==> config.mk <==
export PLATFORM = sky130hd
export DESIGN_NAME = audio_out_top
export DESIGN_NICKNAME = d
export VERILOG_FILES = /design/src/hdl/audio_pkg.sv /design/src/hdl/audio_out_top.sv /design/src/hdl/i2s_tx.sv /design/src/hdl/rst_stretch.sv /design/src/hdl/sample_fifo.sv /design/src/hdl/stereo_pair.sv
export VERILOG_INCLUDE_DIRS = /design/src /design/src/hdl
export SDC_FILE = /design/constraint.sdc
export NUM_CORES = 1
export LEC_CHECK = 0
export ABC_AREA = 1
export ABC_CLOCK_PERIOD_IN_PS = 5610
export CELL_PAD_IN_SITES_DETAIL_PLACEMENT = 0
export CELL_PAD_IN_SITES_GLOBAL_PLACEMENT = 1
export CORE_ASPECT_RATIO = 2
export CORE_MARGIN = 1.5
export CORE_UTILIZATION = 40
export CTS_CLUSTER_SIZE = 14
export DETAILED_ROUTE_END_ITERATION = 8
export DONT_BUFFER_PORTS = 1
export GPL_ROUTABILITY_DRIVEN = 0
export HOLD_SLACK_MARGIN = 0.06
export PLACE_DENSITY = 0.62
export SLEW_MARGIN = 0
export SYNTH_ARGS = -nofsm -noshare
export SYNTH_HDL_FRONTEND = slang
export SYNTH_SLANG_ARGS = --single-unit
==> constraint.sdc <==
create_clock -name clk245760 -period 5.61 [get_ports clk245760]
set_input_delay 0.8415 -clock clk245760 [delete_from_list [all_inputs] [get_ports clk245760]]
set_output_delay 0.8415 -clock clk245760 [all_outputs]
set_load 0.05 [all_outputs]
==> src/hdl/audio_settings.svh <==
`ifndef AUDIO_SETTINGS_SVH
`define AUDIO_SETTINGS_SVH

// bits per audio sample
`define AUDIO_SAMPLE_WIDTH 24

// sample FIFO holds 2**4 entries
`define AUDIO_FIFO_DEPTH_LOG2 4

// cycles of internal reset after rst falls
`define AUDIO_RST_STRETCH 32

// system clocks per bit clock, must be even
`define AUDIO_BCK_DIV 4

// bit clocks per channel slot
`define AUDIO_SLOT_BITS 32

`endif

==> src/hdl/audio_pkg.sv <==
package audio_pkg;

    // channel tag of a sample, also the word-clock level
    typedef enum logic {
        CH_LEFT  = 1'b0,
        CH_RIGHT = 1'b1
    } channel_e;

endpackage

==> src/hdl/audio_out_top.sv <==
`timescale 1ns/10ps
`include "audio_settings.svh"

module audio_out_top (
    input  logic                            clk245760,
    input  logic                            rst,
    input  logic [`AUDIO_SAMPLE_WIDTH-1:0]  sample_i,
    input  audio_pkg::channel_e             chan_i,
    input  logic                            sample_we_i,
    input  logic                            locked_i,
    output logic                            dac_mclk_o,
    output logic                            dac_bck_o,
    output logic                            dac_lrck_o,
    output logic                            dac_sda_o,
    output logic                            fifo_overflow_o,
    output logic                            led_locked_o
);

    logic                           rst_ip;
    logic [`AUDIO_SAMPLE_WIDTH-1:0] fifo_sample;
    audio_pkg::channel_e            fifo_chan;
    logic                           fifo_valid;
    logic                           fifo_pop;
    logic [`AUDIO_SAMPLE_WIDTH-1:0] pair_left;
    logic [`AUDIO_SAMPLE_WIDTH-1:0] pair_right;
    logic                           pair_ready;
    logic                           pair_load;

    // master clock straight from the system clock
    assign dac_mclk_o   = clk245760;
    assign led_locked_o = locked_i;

    rst_stretch rst_stretch_i (
        .clk245760 (clk245760),
        .rst       (rst),
        .rst_ip_o  (rst_ip)
    );

    sample_fifo sample_fifo_i (
        .clk245760  (clk245760),
        .rst        (rst_ip),
        .we_i       (sample_we_i),
        .sample_i   (sample_i),
        .chan_i     (chan_i),
        .pop_i      (fifo_pop),
        .sample_o   (fifo_sample),
        .chan_o     (fifo_chan),
        .valid_o    (fifo_valid),
        .overflow_o (fifo_overflow_o)
    );

    stereo_pair stereo_pair_i (
        .clk245760    (clk245760),
        .rst          (rst_ip),
        .locked_i     (locked_i),
        .sample_i     (fifo_sample),
        .chan_i       (fifo_chan),
        .valid_i      (fifo_valid),
        .pop_o        (fifo_pop),
        .load_i       (pair_load),
        .left_o       (pair_left),
        .right_o      (pair_right),
        .pair_ready_o (pair_ready)
    );

    i2s_tx i2s_tx_i (
        .clk245760    (clk245760),
        .rst          (rst_ip),
        .left_i       (pair_left),
        .right_i      (pair_right),
        .pair_ready_i (pair_ready),
        .load_o       (pair_load),
        .bck_o        (dac_bck_o),
        .lrck_o       (dac_lrck_o),
        .sda_o        (dac_sda_o)
    );

endmodule

==> src/hdl/i2s_tx.sv <==
`timescale 1ns/10ps
`include "audio_settings.svh"

module i2s_tx (
    input  logic                            clk245760,
    input  logic                            rst,
    input  logic [`AUDIO_SAMPLE_WIDTH-1:0]  left_i,
    input  logic [`AUDIO_SAMPLE_WIDTH-1:0]  right_i,
    input  logic                            pair_ready_i,
    output logic                            load_o,
    output logic                            bck_o,
    output logic                            lrck_o,
    output logic                            sda_o
);

    localparam int W          = `AUDIO_SAMPLE_WIDTH;
    localparam int DIV        = `AUDIO_BCK_DIV;
    localparam int SLOT       = `AUDIO_SLOT_BITS;
    localparam int FRAME_BITS = 2 * SLOT;
    localparam int DW         = $clog2(DIV);
    localparam int BW         = $clog2(FRAME_BITS);

    logic [DW-1:0]         div_cnt;
    logic [BW-1:0]         bit_cnt;
    logic [BW-1:0]         bit_next;
    logic                  bit_end;
    logic                  frame_end;
    audio_pkg::channel_e   lrck_q;
    logic [W-1:0]          hold_left;
    logic [W-1:0]          hold_right;
    logic [W-1:0]          next_left;
    logic [W-1:0]          next_right;
    logic [FRAME_BITS-1:0] shift_q;

    assign bit_next  = bit_cnt + 1'b1;
    assign bit_end   = (div_cnt == DW'(DIV - 1));
    assign frame_end = bit_end && (bit_cnt == BW'(FRAME_BITS - 1));
    assign load_o    = frame_end;

    // underrun plays the held pair again
    assign next_left  = pair_ready_i ? left_i : hold_left;
    assign next_right = pair_ready_i ? right_i : hold_right;

    always_ff @(posedge clk245760) begin
        if (rst) begin
            div_cnt <= '0;
            bit_cnt <= '0;
            bck_o   <= 1'b0;
        end else begin
            div_cnt <= bit_end ? '0 : div_cnt + 1'b1;
            if (bit_end) begin
                bit_cnt <= bit_next;
            end
            // bck high for the second half of each bit
            if (div_cnt == DW'(DIV / 2 - 1)) begin
                bck_o <= 1'b1;
            end else if (bit_end) begin
                bck_o <= 1'b0;
            end
        end
    end

    // lrck and data change with the falling bck edge
    always_ff @(posedge clk245760) begin
        if (rst) begin
            lrck_q     <= audio_pkg::CH_LEFT;
            sda_o      <= 1'b0;
            hold_left  <= '0;
            hold_right <= '0;
            shift_q    <= '0;
        end else if (bit_end) begin
            lrck_q <= bit_next[BW-1] ? audio_pkg::CH_RIGHT : audio_pkg::CH_LEFT;
            // msb lands one bit after the word-clock edge
            sda_o  <= shift_q[FRAME_BITS-1];
            if (frame_end) begin
                hold_left  <= next_left;
                hold_right <= next_right;
                shift_q    <= {next_left, {(SLOT - W){1'b0}},
                               next_right, {(SLOT - W){1'b0}}};
            end else begin
                shift_q <= {shift_q[FRAME_BITS-2:0], 1'b0};
            end
        end
    end

    assign lrck_o = (lrck_q == audio_pkg::CH_RIGHT);

    lrck_on_bck_fall: assert property (@(posedge clk245760) disable iff (rst)
        $changed(lrck_o) |-> $fell(bck_o));

endmodule

==> src/hdl/rst_stretch.sv <==
`timescale 1ns/10ps
`include "audio_settings.svh"

module rst_stretch (
    input  logic clk245760,
    input  logic rst,
    output logic rst_ip_o
);

    localparam int N  = `AUDIO_RST_STRETCH;
    localparam int CW = $clog2(N + 1);

    logic [CW-1:0] cnt;

    // saturating count of cycles since rst fell
    always_ff @(posedge clk245760) begin
        if (rst) begin
            cnt      <= '0;
            rst_ip_o <= 1'b1;
        end else begin
            if (cnt != CW'(N)) begin
                cnt <= cnt + 1'b1;
            end
            // output register adds the last cycle
            rst_ip_o <= (cnt < CW'(N - 1));
        end
    end

    // internal reset ends N cycles after the last rst cycle
    rst_stretch_len: assert property (@(posedge clk245760)
        $fell(rst_ip_o) |-> $past(rst, N + 1) && !$past(rst, N));

endmodule

==> src/hdl/sample_fifo.sv <==
`timescale 1ns/10ps
`include "audio_settings.svh"

module sample_fifo (
    input  logic                            clk245760,
    input  logic                            rst,
    input  logic                            we_i,
    input  logic [`AUDIO_SAMPLE_WIDTH-1:0]  sample_i,
    input  audio_pkg::channel_e             chan_i,
    input  logic                            pop_i,
    output logic [`AUDIO_SAMPLE_WIDTH-1:0]  sample_o,
    output audio_pkg::channel_e             chan_o,
    output logic                            valid_o,
    output logic                            overflow_o
);

    localparam int AW    = `AUDIO_FIFO_DEPTH_LOG2;
    localparam int DEPTH = 1 << AW;
    localparam int W     = `AUDIO_SAMPLE_WIDTH;

    logic [W-1:0]        sample_mem [DEPTH];
    audio_pkg::channel_e chan_mem   [DEPTH];
    logic [AW-1:0]       wr_ptr;
    logic [AW-1:0]       rd_ptr;
    logic [AW:0]         count;
    logic                full;
    logic                push;

    assign full = (count == (AW + 1)'(DEPTH));
    // writes into a full FIFO are lost
    assign push = we_i && !full;

    always_ff @(posedge clk245760) begin
        if (push) begin
            sample_mem[wr_ptr] <= sample_i;
            chan_mem[wr_ptr]   <= chan_i;
        end
    end

    always_ff @(posedge clk245760) begin
        if (rst) begin
            wr_ptr     <= '0;
            rd_ptr     <= '0;
            count      <= '0;
            overflow_o <= 1'b0;
        end else begin
            if (push) begin
                wr_ptr <= wr_ptr + 1'b1;
            end
            if (pop_i) begin
                rd_ptr <= rd_ptr + 1'b1;
            end
            case ({push, pop_i})
                2'b10:   count <= count + 1'b1;
                2'b01:   count <= count - 1'b1;
                default: count <= count;
            endcase
            // sticky until reset
            if (we_i && full) begin
                overflow_o <= 1'b1;
            end
        end
    end

    // show-ahead head entry
    assign sample_o = sample_mem[rd_ptr];
    assign chan_o   = chan_mem[rd_ptr];
    assign valid_o  = (count != '0);

    no_pop_when_empty: assert property (@(posedge clk245760) disable iff (rst)
        pop_i |-> valid_o);

endmodule

==> src/hdl/stereo_pair.sv <==
`timescale 1ns/10ps
`include "audio_settings.svh"

module stereo_pair (
    input  logic                            clk245760,
    input  logic                            rst,
    input  logic                            locked_i,
    input  logic [`AUDIO_SAMPLE_WIDTH-1:0]  sample_i,
    input  audio_pkg::channel_e             chan_i,
    input  logic                            valid_i,
    output logic                            pop_o,
    input  logic                            load_i,
    output logic [`AUDIO_SAMPLE_WIDTH-1:0]  left_o,
    output logic [`AUDIO_SAMPLE_WIDTH-1:0]  right_o,
    output logic                            pair_ready_o
);

    logic [`AUDIO_SAMPLE_WIDTH-1:0] left_q;
    logic [`AUDIO_SAMPLE_WIDTH-1:0] right_q;
    logic                           ready_q;

    // pending pair blocks the FIFO, unless unlocked
    assign pop_o = valid_i && (!ready_q || !locked_i);

    always_ff @(posedge clk245760) begin
        if (rst) begin
            left_q  <= '0;
            right_q <= '0;
            ready_q <= 1'b0;
        end else if (!locked_i) begin
            // mute, samples popped here are discarded
            left_q  <= '0;
            right_q <= '0;
            ready_q <= 1'b1;
        end else begin
            if (load_i) begin
                ready_q <= 1'b0;
            end
            if (pop_o) begin
                if (chan_i == audio_pkg::CH_LEFT) begin
                    left_q <= sample_i;
                end else begin
                    // right word completes the pair
                    right_q <= sample_i;
                    ready_q <= 1'b1;
                end
            end
        end
    end

    assign left_o       = left_q;
    assign right_o      = right_q;
    assign pair_ready_o = ready_q;

    // a waiting pair stays put until the serializer takes it
    pair_held_until_load: assert property (@(posedge clk245760) disable iff (rst)
        locked_i && pair_ready_o && !load_i
        |=> pair_ready_o && $stable(left_o) && $stable(right_o));

endmodule

-- Word-level counts from Yosys, hierarchy flattened
Memories as Yosys holds them, arrays and structs flattened. A register that Yosys moved wholly into a read port is not among the register bits.
Index checks and enable logic that the tools add are counted.
- register bits: 193
- bits in writable memories: 400
- input bits: 29
- logic and storage cells: 69
- memories kept: 2
- add/sub/neg operators: 7
- $lt $le $gt $ge: 1
- eq/ne operators: 7
- multiplexer cells: 17
- bitwise operators: 2
- reduce and logical (&&, ||, !) cells: 16
- memories (name ; words ; width ; rd ports ; clocked after memory_dff ; write ports ; line ; text):
    sample_fifo_i.sample_mem ; 16 ; 24 ; 1 ; 1 ; 1 ; sample_fifo.sv:21 ; logic [W-1:0] sample_mem [DEPTH];
    sample_fifo_i.chan_mem ; 16 ; 1 ; 1 ; 1 ; 1 ; sample_fifo.sv:22 ; audio_pkg::channel_e chan_mem [DEPTH];
- operator list (cell ; number):
    64-bit two-way mux ; 1
    24-bit two-way mux ; 2
    4-bit two-way mux ; 4
    6-bit by 1-bit adder with 6-bit output (second input constant) ; 2
    5-bit one-hot mux with 2 select lines ; 1
    1-bit two-way mux ; 9
    4-bit by 1-bit adder with 4-bit output (second input constant) ; 2
    6-bit == test (second input constant) ; 1
    6-bit by 5-bit < comparator with 1-bit output (second input constant) ; 1
    6-bit inequality test (second input constant) ; 1
    2-bit AND reduction ; 3
    5-bit by 1-bit adder with 5-bit output (second input constant) ; 1
    5-bit == test (second input constant) ; 1
    5-bit nonzero test ; 1
    5-bit by 1-bit subtractor with 5-bit output (second input constant) ; 1
    2-bit by 1-bit == test with 1-bit output (second input constant) ; 2
    2-bit == test (second input constant) ; 2
    1-bit logical AND ; 4
    2-bit nonzero test ; 2
    2-bit OR reduction ; 2
    1-bit logical NOT ; 3
    2-bit by 1-bit adder with 2-bit output (second input constant) ; 1
    1-bit inverter ; 2
    1-bit logical OR ; 1

-- Logic depth before layout (Yosys ltp)
Gate-level depths: netlist of run 1.
- depth after elaboration: 6
- gate-level depth with buffers: 17
- mapped depth without buffers: 16

-- Hierarchy
Synthesis of run 1 repeated with hierarchy kept, for this count alone.
- cells, all modules: 2643
- area total of the unflattened synthesis: 25853.5 um2
- by module, submodules not included (module ; instances ; cells an instance ; area each (um2)):
    sample_fifo ; 1 ; 1398 ; 17719.5
    i2s_tx ; 1 ; 799 ; 5206.2
    stereo_pair ; 1 ; 396 ; 2568.7
    rst_stretch ; 1 ; 48 ; 344.1
    audio_out_top ; 1 ; 2 ; 15.0

==> results.toml, run 1 <==
[floorplanning]
die_h_um = 346
num_io_pins = 35
dieArea_mm2 = 0.0602
chipWidth_um = 174
row_count = 125
core_area_mm2 = 0.0580
start_util = 0.405

[setup_path]
arrival_ns = 2.81
end_kind = "output port"
cp.required_ns = 4.77
r2r_end = "i2s_tx_i.shift_q[36]"
r2r_start = "i2s_tx_i.div_cnt[0]"
ff2ff_path_depth = 10
critPathMaxFanout = 2
worst-setup-path-type = "clock port to output port"
crit_path_start_kind = "clock port"
reg2reg_slack_ns = 2.63

[grt]
grt_pass1_vias = 15900
antenna_found_initial = 0
globalRouteTotalUtil = 0.209
grt_overflow = 0
grt_pass1_wl_um = 95400
grt_max_degree = 164

[hold_path]
hold_path_end = "rst_stretch_i.cnt[4]"
hold_class = "input pin to flop"
min_from = "rst"
hold_depth = 1

[final_layout]
mostFrequentLayoutCells = "edfxtp_1 (400), nor2_1 (395), nand2_1 (348), o21ai_0 (302), dfxtp_1 (184)"
drive_gt1_frac = 0.0663
diodes = 0
area_delta_synth_final_pct = 10.5
fin_nets = 2261
final_common_cell = "edfxtp_1"

[clock_network]
post-cts-setup-buffers = 0
post_cts_resized = 0
worstSkewPairLatency_ns = 0.62
numClockSinks = 588
hold_buffers = 0
cts_buffer_depth = 3
cts_tree = "yes"
h-tree-depth = 2
clkTransAtPathRegs_ns = 0.06
cts_made_buffers = 55
root_buffer = "clkbuf_16"

[yosys]
syn-num-nets = 2317
syn_area_mm2 = 0.0235
synth_simple_gate_area_share = 0.146
synth_compound_area_frac = 0.127
ys_ff_latch = 588
avgSynthCellArea_um2 = 10.3
yosys_warnings = 0
syn_inst = 2276
synth_top_family_by_area = "simple AND/OR/NAND/NOR gates"
synthAdderAreaFrac = 0.00640
yosys.area_share.xor_xnor = 0.000746
synth_mux_area_frac = 0
synth_cell_types = 30
yosysSeqAreaShare = 0.672

[route]
via_count = 15900
ant_nets = 0
viasPerCell = 5.26
wl_per_cell_um = 20.5
drt_first_pass_iters = 5
wirelength_um = 62200
first_iter_violations = 1124
drc_errors = 0

[placed_design]
port_buffers = 0
dp_hpwl_um = 34500
dp_slack_ns = 1.96

[run_status]
status = "complete, no violations"

[timing]
final.setup.worst_slack_ns = 1.96
worst_slew_pin_slew_ns = 1.04
setup-tns-final_ns = 0
report.final.slew_viol_count = 0
fin_skew_ns = 0.0192
setup_violations = 0
whs_ns = 0.296
hold_viol = 0
rsz0062_at_grt = "false"
max-slew-margin-rel = 0.306

[power]
peakVddDrop_mv = 0.260
p_total_mw = 8.45
leakagePower_nw = 8.70
powerDensity_mw_per_mm2 = 326

[flow_run]
drv_cap = 0
-- kinds of logic after synthesis --
kind of cell	Yosys count
and+or+nand+nor	869
DFF	588
AOI/OAI and AO/OA	539
buffers and inverters	266
adders and majority gates	12
xor gates and xnor gates	2
-- sequential cells by signal (all words and copies together), names as in the netlist, 5 cells and up, named ones only --
register                  cells
sample_fifo_i.sample_mem    384
i2s_tx_i.shift_q             56
i2s_tx_i.hold_left           24
i2s_tx_i.hold_right          24
stereo_pair_i.left_o         24
stereo_pair_i.right_o        24
sample_fifo_i.chan_mem       16
rst_stretch_i.cnt             6
i2s_tx_i.bit_cnt              5
sample_fifo_i.count           5
-- per-stage QoR --
stage               instances  area [µm²]  utilization
CTS                      3026       25900        0.447
global route             3026       25900        0.447
finish                   3026       25900        0.447
global placement         2925       24200        0.416
floorplan                2276       23500            -
detailed placement       2925       24200        0.416
-- how the worst max path moves through the flow --
stage / start / end / slack, ns / cells past startpoint
after detailed placement: clk245760 / dac_mclk_o / 1.96 / 0
after global routing: clk245760 / dac_mclk_o / 1.96 / 0
after CTS: clk245760 / dac_mclk_o / 1.96 / 0
final: clk245760 / dac_mclk_o / 1.96 / 0
after floorplan: clk245760 / dac_mclk_o / 1.80 / 1
after global placement: clk245760 / dac_mclk_o / 1.96 / 0
-- cell usage after synthesis --
master | n | area (µm²)
nand3_2 | 3 | 30.0
dfxtp_1 | 188 | 3760
o21ai_0 | 302 | 1510
nand2_4 | 1 | 11.3
o22ai_1 | 8 | 50.1
buf_4 | 13 | 97.6
nor3b_1 | 1 | 7.51
o211ai_1 | 62 | 465
nand2_2 | 1 | 6.26
inv_2 | 4 | 15.0
ha_1 | 12 | 150
o221ai_1 | 17 | 149
o21ai_1 | 7 | 35.0
a21oi_1 | 108 | 541
nand4_1 | 3 | 18.8
a31oi_1 | 33 | 206
buf_2 | 28 | 140
xnor2_1 | 1 | 8.76
buf_6 | 7 | 78.8
nand3_1 | 95 | 475
xor2_1 | 1 | 8.76
inv_1 | 115 | 432
clkbuf_1 | 81 | 304
nand2_1 | 348 | 1310
nor2_1 | 413 | 1550
a211oi_1 | 2 | 15.0
edfxtp_1 | 400 | 12000
clkinv_1 | 1 | 3.75
nor3_1 | 4 | 20.0
buf_1 | 17 | 63.8
-- where the power goes --
group          leakage [nW]  switching (mW)  internal, mW
Sequential             5.13         0.00393          4.63
Combinational          2.69          0.0395        0.0145
Clock                 0.877            1.62          2.13
Total                  8.70            1.67          6.78
-- metal layers --
metal / share of wire / wire length [µm] / GRT usage / vias up
met5: 0 / 0 / 0 / -
li1: - / - / - / 7736
met3: 0.039 / 2420 / 0.0272 / 106
met2: 0.54 / 33500 / 0.395 / 301
met4: 0.031 / 1910 / 0.0725 / 0
met1: 0.39 / 24300 / 0.237 / 7783
-- cell type report --
| cell class | instances | area, µm² |
|---|---|---|
| inverter | 120 | 453 |
| clock buffer | 71 | 1480 |
| fill | 5442 | 32100 |
| clock inverter | 30 | 309 |
| multi-input combinational | 1422 | 6700 |
| tap | 762 | 953 |
| sequential | 588 | 15800 |
| timing repair buffer | 33 | 260 |
Note: power is estimated with default switching activity, not from simulation.
==> run 2: changes to the inputs <==
- ABC_CLOCK_PERIOD_IN_PS: 5610 -> 3400
- clock period: 5.61 -> 3.4 ns (I/O delays scaled with it)
==> results.toml, run 2 (synthesized netlist as in run 1, its figures left out) <==
[timing]
max-slew-margin-rel = 0.316
max_freq_mhz = 398
setup-tns-final_ns = 0
worst_slew_pin_slew_ns = 1.02
min_period_ns = 2.51
report.final.slew_viol_count = 0
hold_viol = 0
setup_violations = 0
period_share = 0.739
rsz0062_at_grt = "false"
fin_skew_ns = 0.0260

[clock_network]
root_buffer = "clkbuf_16"
cts_buffer_depth = 3
h-tree-depth = 2
cts_tree = "yes"
hold_buffers = 26
post-cts-setup-buffers = 0
clkTransAtPathRegs_ns = 0.06
worstSkewPairLatency_ns = 0.61
cts_made_buffers = 53
post_cts_resized = 0
numClockSinks = 588

[route]
viasPerCell = 5.28
wl_per_cell_um = 21.3
ant_nets = 0
first_iter_violations = 1325
wirelength_um = 65200
via_count = 16200
drc_errors = 0
drt_first_pass_iters = 5

[power]
p_total_mw = 13.7
peakVddDrop_mv = 0.438
leakagePower_nw = 8.83
powerDensity_mw_per_mm2 = 520

[final_layout]
multi_input_area_mm2 = 0.00670
area_delta_synth_final_pct = 11.9
fin_nets = 2303
largest_register = "sample_fifo_i.sample_mem"
fill_cells = 5449
fin_area_mm2 = 0.0263
largest_register_ffs = 384
ff_latch_area_mm2 = 0.0158
reg.largest.list = "sample_fifo_i.sample_mem x384, i2s_tx_i.shift_q x56"
final_common_cell = "edfxtp_1"
mostFrequentLayoutCells = "edfxtp_1 (400), nor2_1 (395), nand2_1 (348), o21ai_0 (302), dfxtp_1 (184)"
drive_gt1_frac = 0.0670
utilization = 0.453

[setup_path]
reg2reg_slack_ns = 0.89
worst-setup-path-type = "flop to flop"
end_kind = "flop"
critPathMaxFanout = 18
arrival_ns = 2.83
crit_path_start_kind = "flop"
cp.required_ns = 3.72

[floorplanning]
chipWidth_um = 174
die_h_um = 346
row_count = 125
core_area_mm2 = 0.0580
dieArea_mm2 = 0.0602
num_io_pins = 35
start_util = 0.405

[grt]
grt_max_degree = 128
antenna_found_initial = 3
grt_pass1_wl_um = 99900
grt_overflow = 0
globalRouteTotalUtil = 0.219
grt_pass1_vias = 16300

[flow_run]
drv_cap = 0

[run_status]
status = "complete, no violations"

[placed_design]
port_buffers = 0
placed_area_mm2 = 0.0244
dp_hpwl_um = 41200

[hold_path]
hold_class = "input pin to flop"
[run 2: changes by cell type in the layout (fill, tap and decap cells not counted), sizes merged]
cell         change
dlygate4sd3     +26
buf             +18
clkinv           -6
bufinv           -3
clkbuf           +3
diode            +2
clkinvlp         -1
inv              -1
[run 2: area by class of cell]
| type | instances | share of cell area |
|---|---|---|
| Sequential cell | 588 | 0.601 |
| Clock buffer | 74 | 0.0554 |
| Tap cell | 762 | 0.0363 |
| Multi-Input combinational cell | 1422 | 0.255 |
| Timing Repair Buffer | 77 | 0.0283 |
| Antenna cell | 2 | 0.000190 |
| Clock inverter | 19 | 0.00667 |
| Inverter | 120 | 0.0172 |
[run 2: power breakdown]
group	internal (mW)	switching [mW]
Sequential	7.64	0.00675
Combinational	0.0433	0.152
Clock	3.20	2.62
[run 2: worst paths after layout]
kind                                from  depth (start not counted)                          endpoint
setup reg to reg  sample_fifo_i.count[0]                          7  sample_fifo_i.sample_mem[13][17]
setup / recovery  sample_fifo_i.count[0]                          7  sample_fifo_i.sample_mem[13][17]
hold reg to reg      i2s_tx_i.div_cnt[0]                          1               i2s_tx_i.div_cnt[0]
hold / removal                       rst                          3              rst_stretch_i.cnt[0]
[run 2: per-stage QoR]
| step | setup WS, ns | hold slack, ns | instances |
|---|---|---|---|
| 2_1_floorplan | 0.980 | 0.421 | 2276 |
| 3_3_place_gp | 0.950 | 0.433 | 2943 |
| 3_5_place_dp | 0.870 | 0.444 | 2943 |
| 4_1_cts | 0.875 | 0.140 | 3062 |
| 5_1_grt | 0.750 | 0.173 | 3063 |
| 6_report | 0.888 | 0.154 | 3064 |
[run 2: worst max-delay path: stages, from the launching register on]
cell and delay [ns]:
dfxtp_1 0.39, nor2_1 0.10, nand3_1 0.10, nand2_1 0.17, inv_1 0.21, nand2_1 0.26
nor2_4 0.70, buf_4 0.27
[run 2: routing by layer]
layer,up-vias,routed length (µm),global-route usage
met5,-,0,0
met4,0,3220,0.105
met3,138,2260,0.0239
met2,335,35400,0.414
met1,7887,24300,0.240
li1,7812,-,-
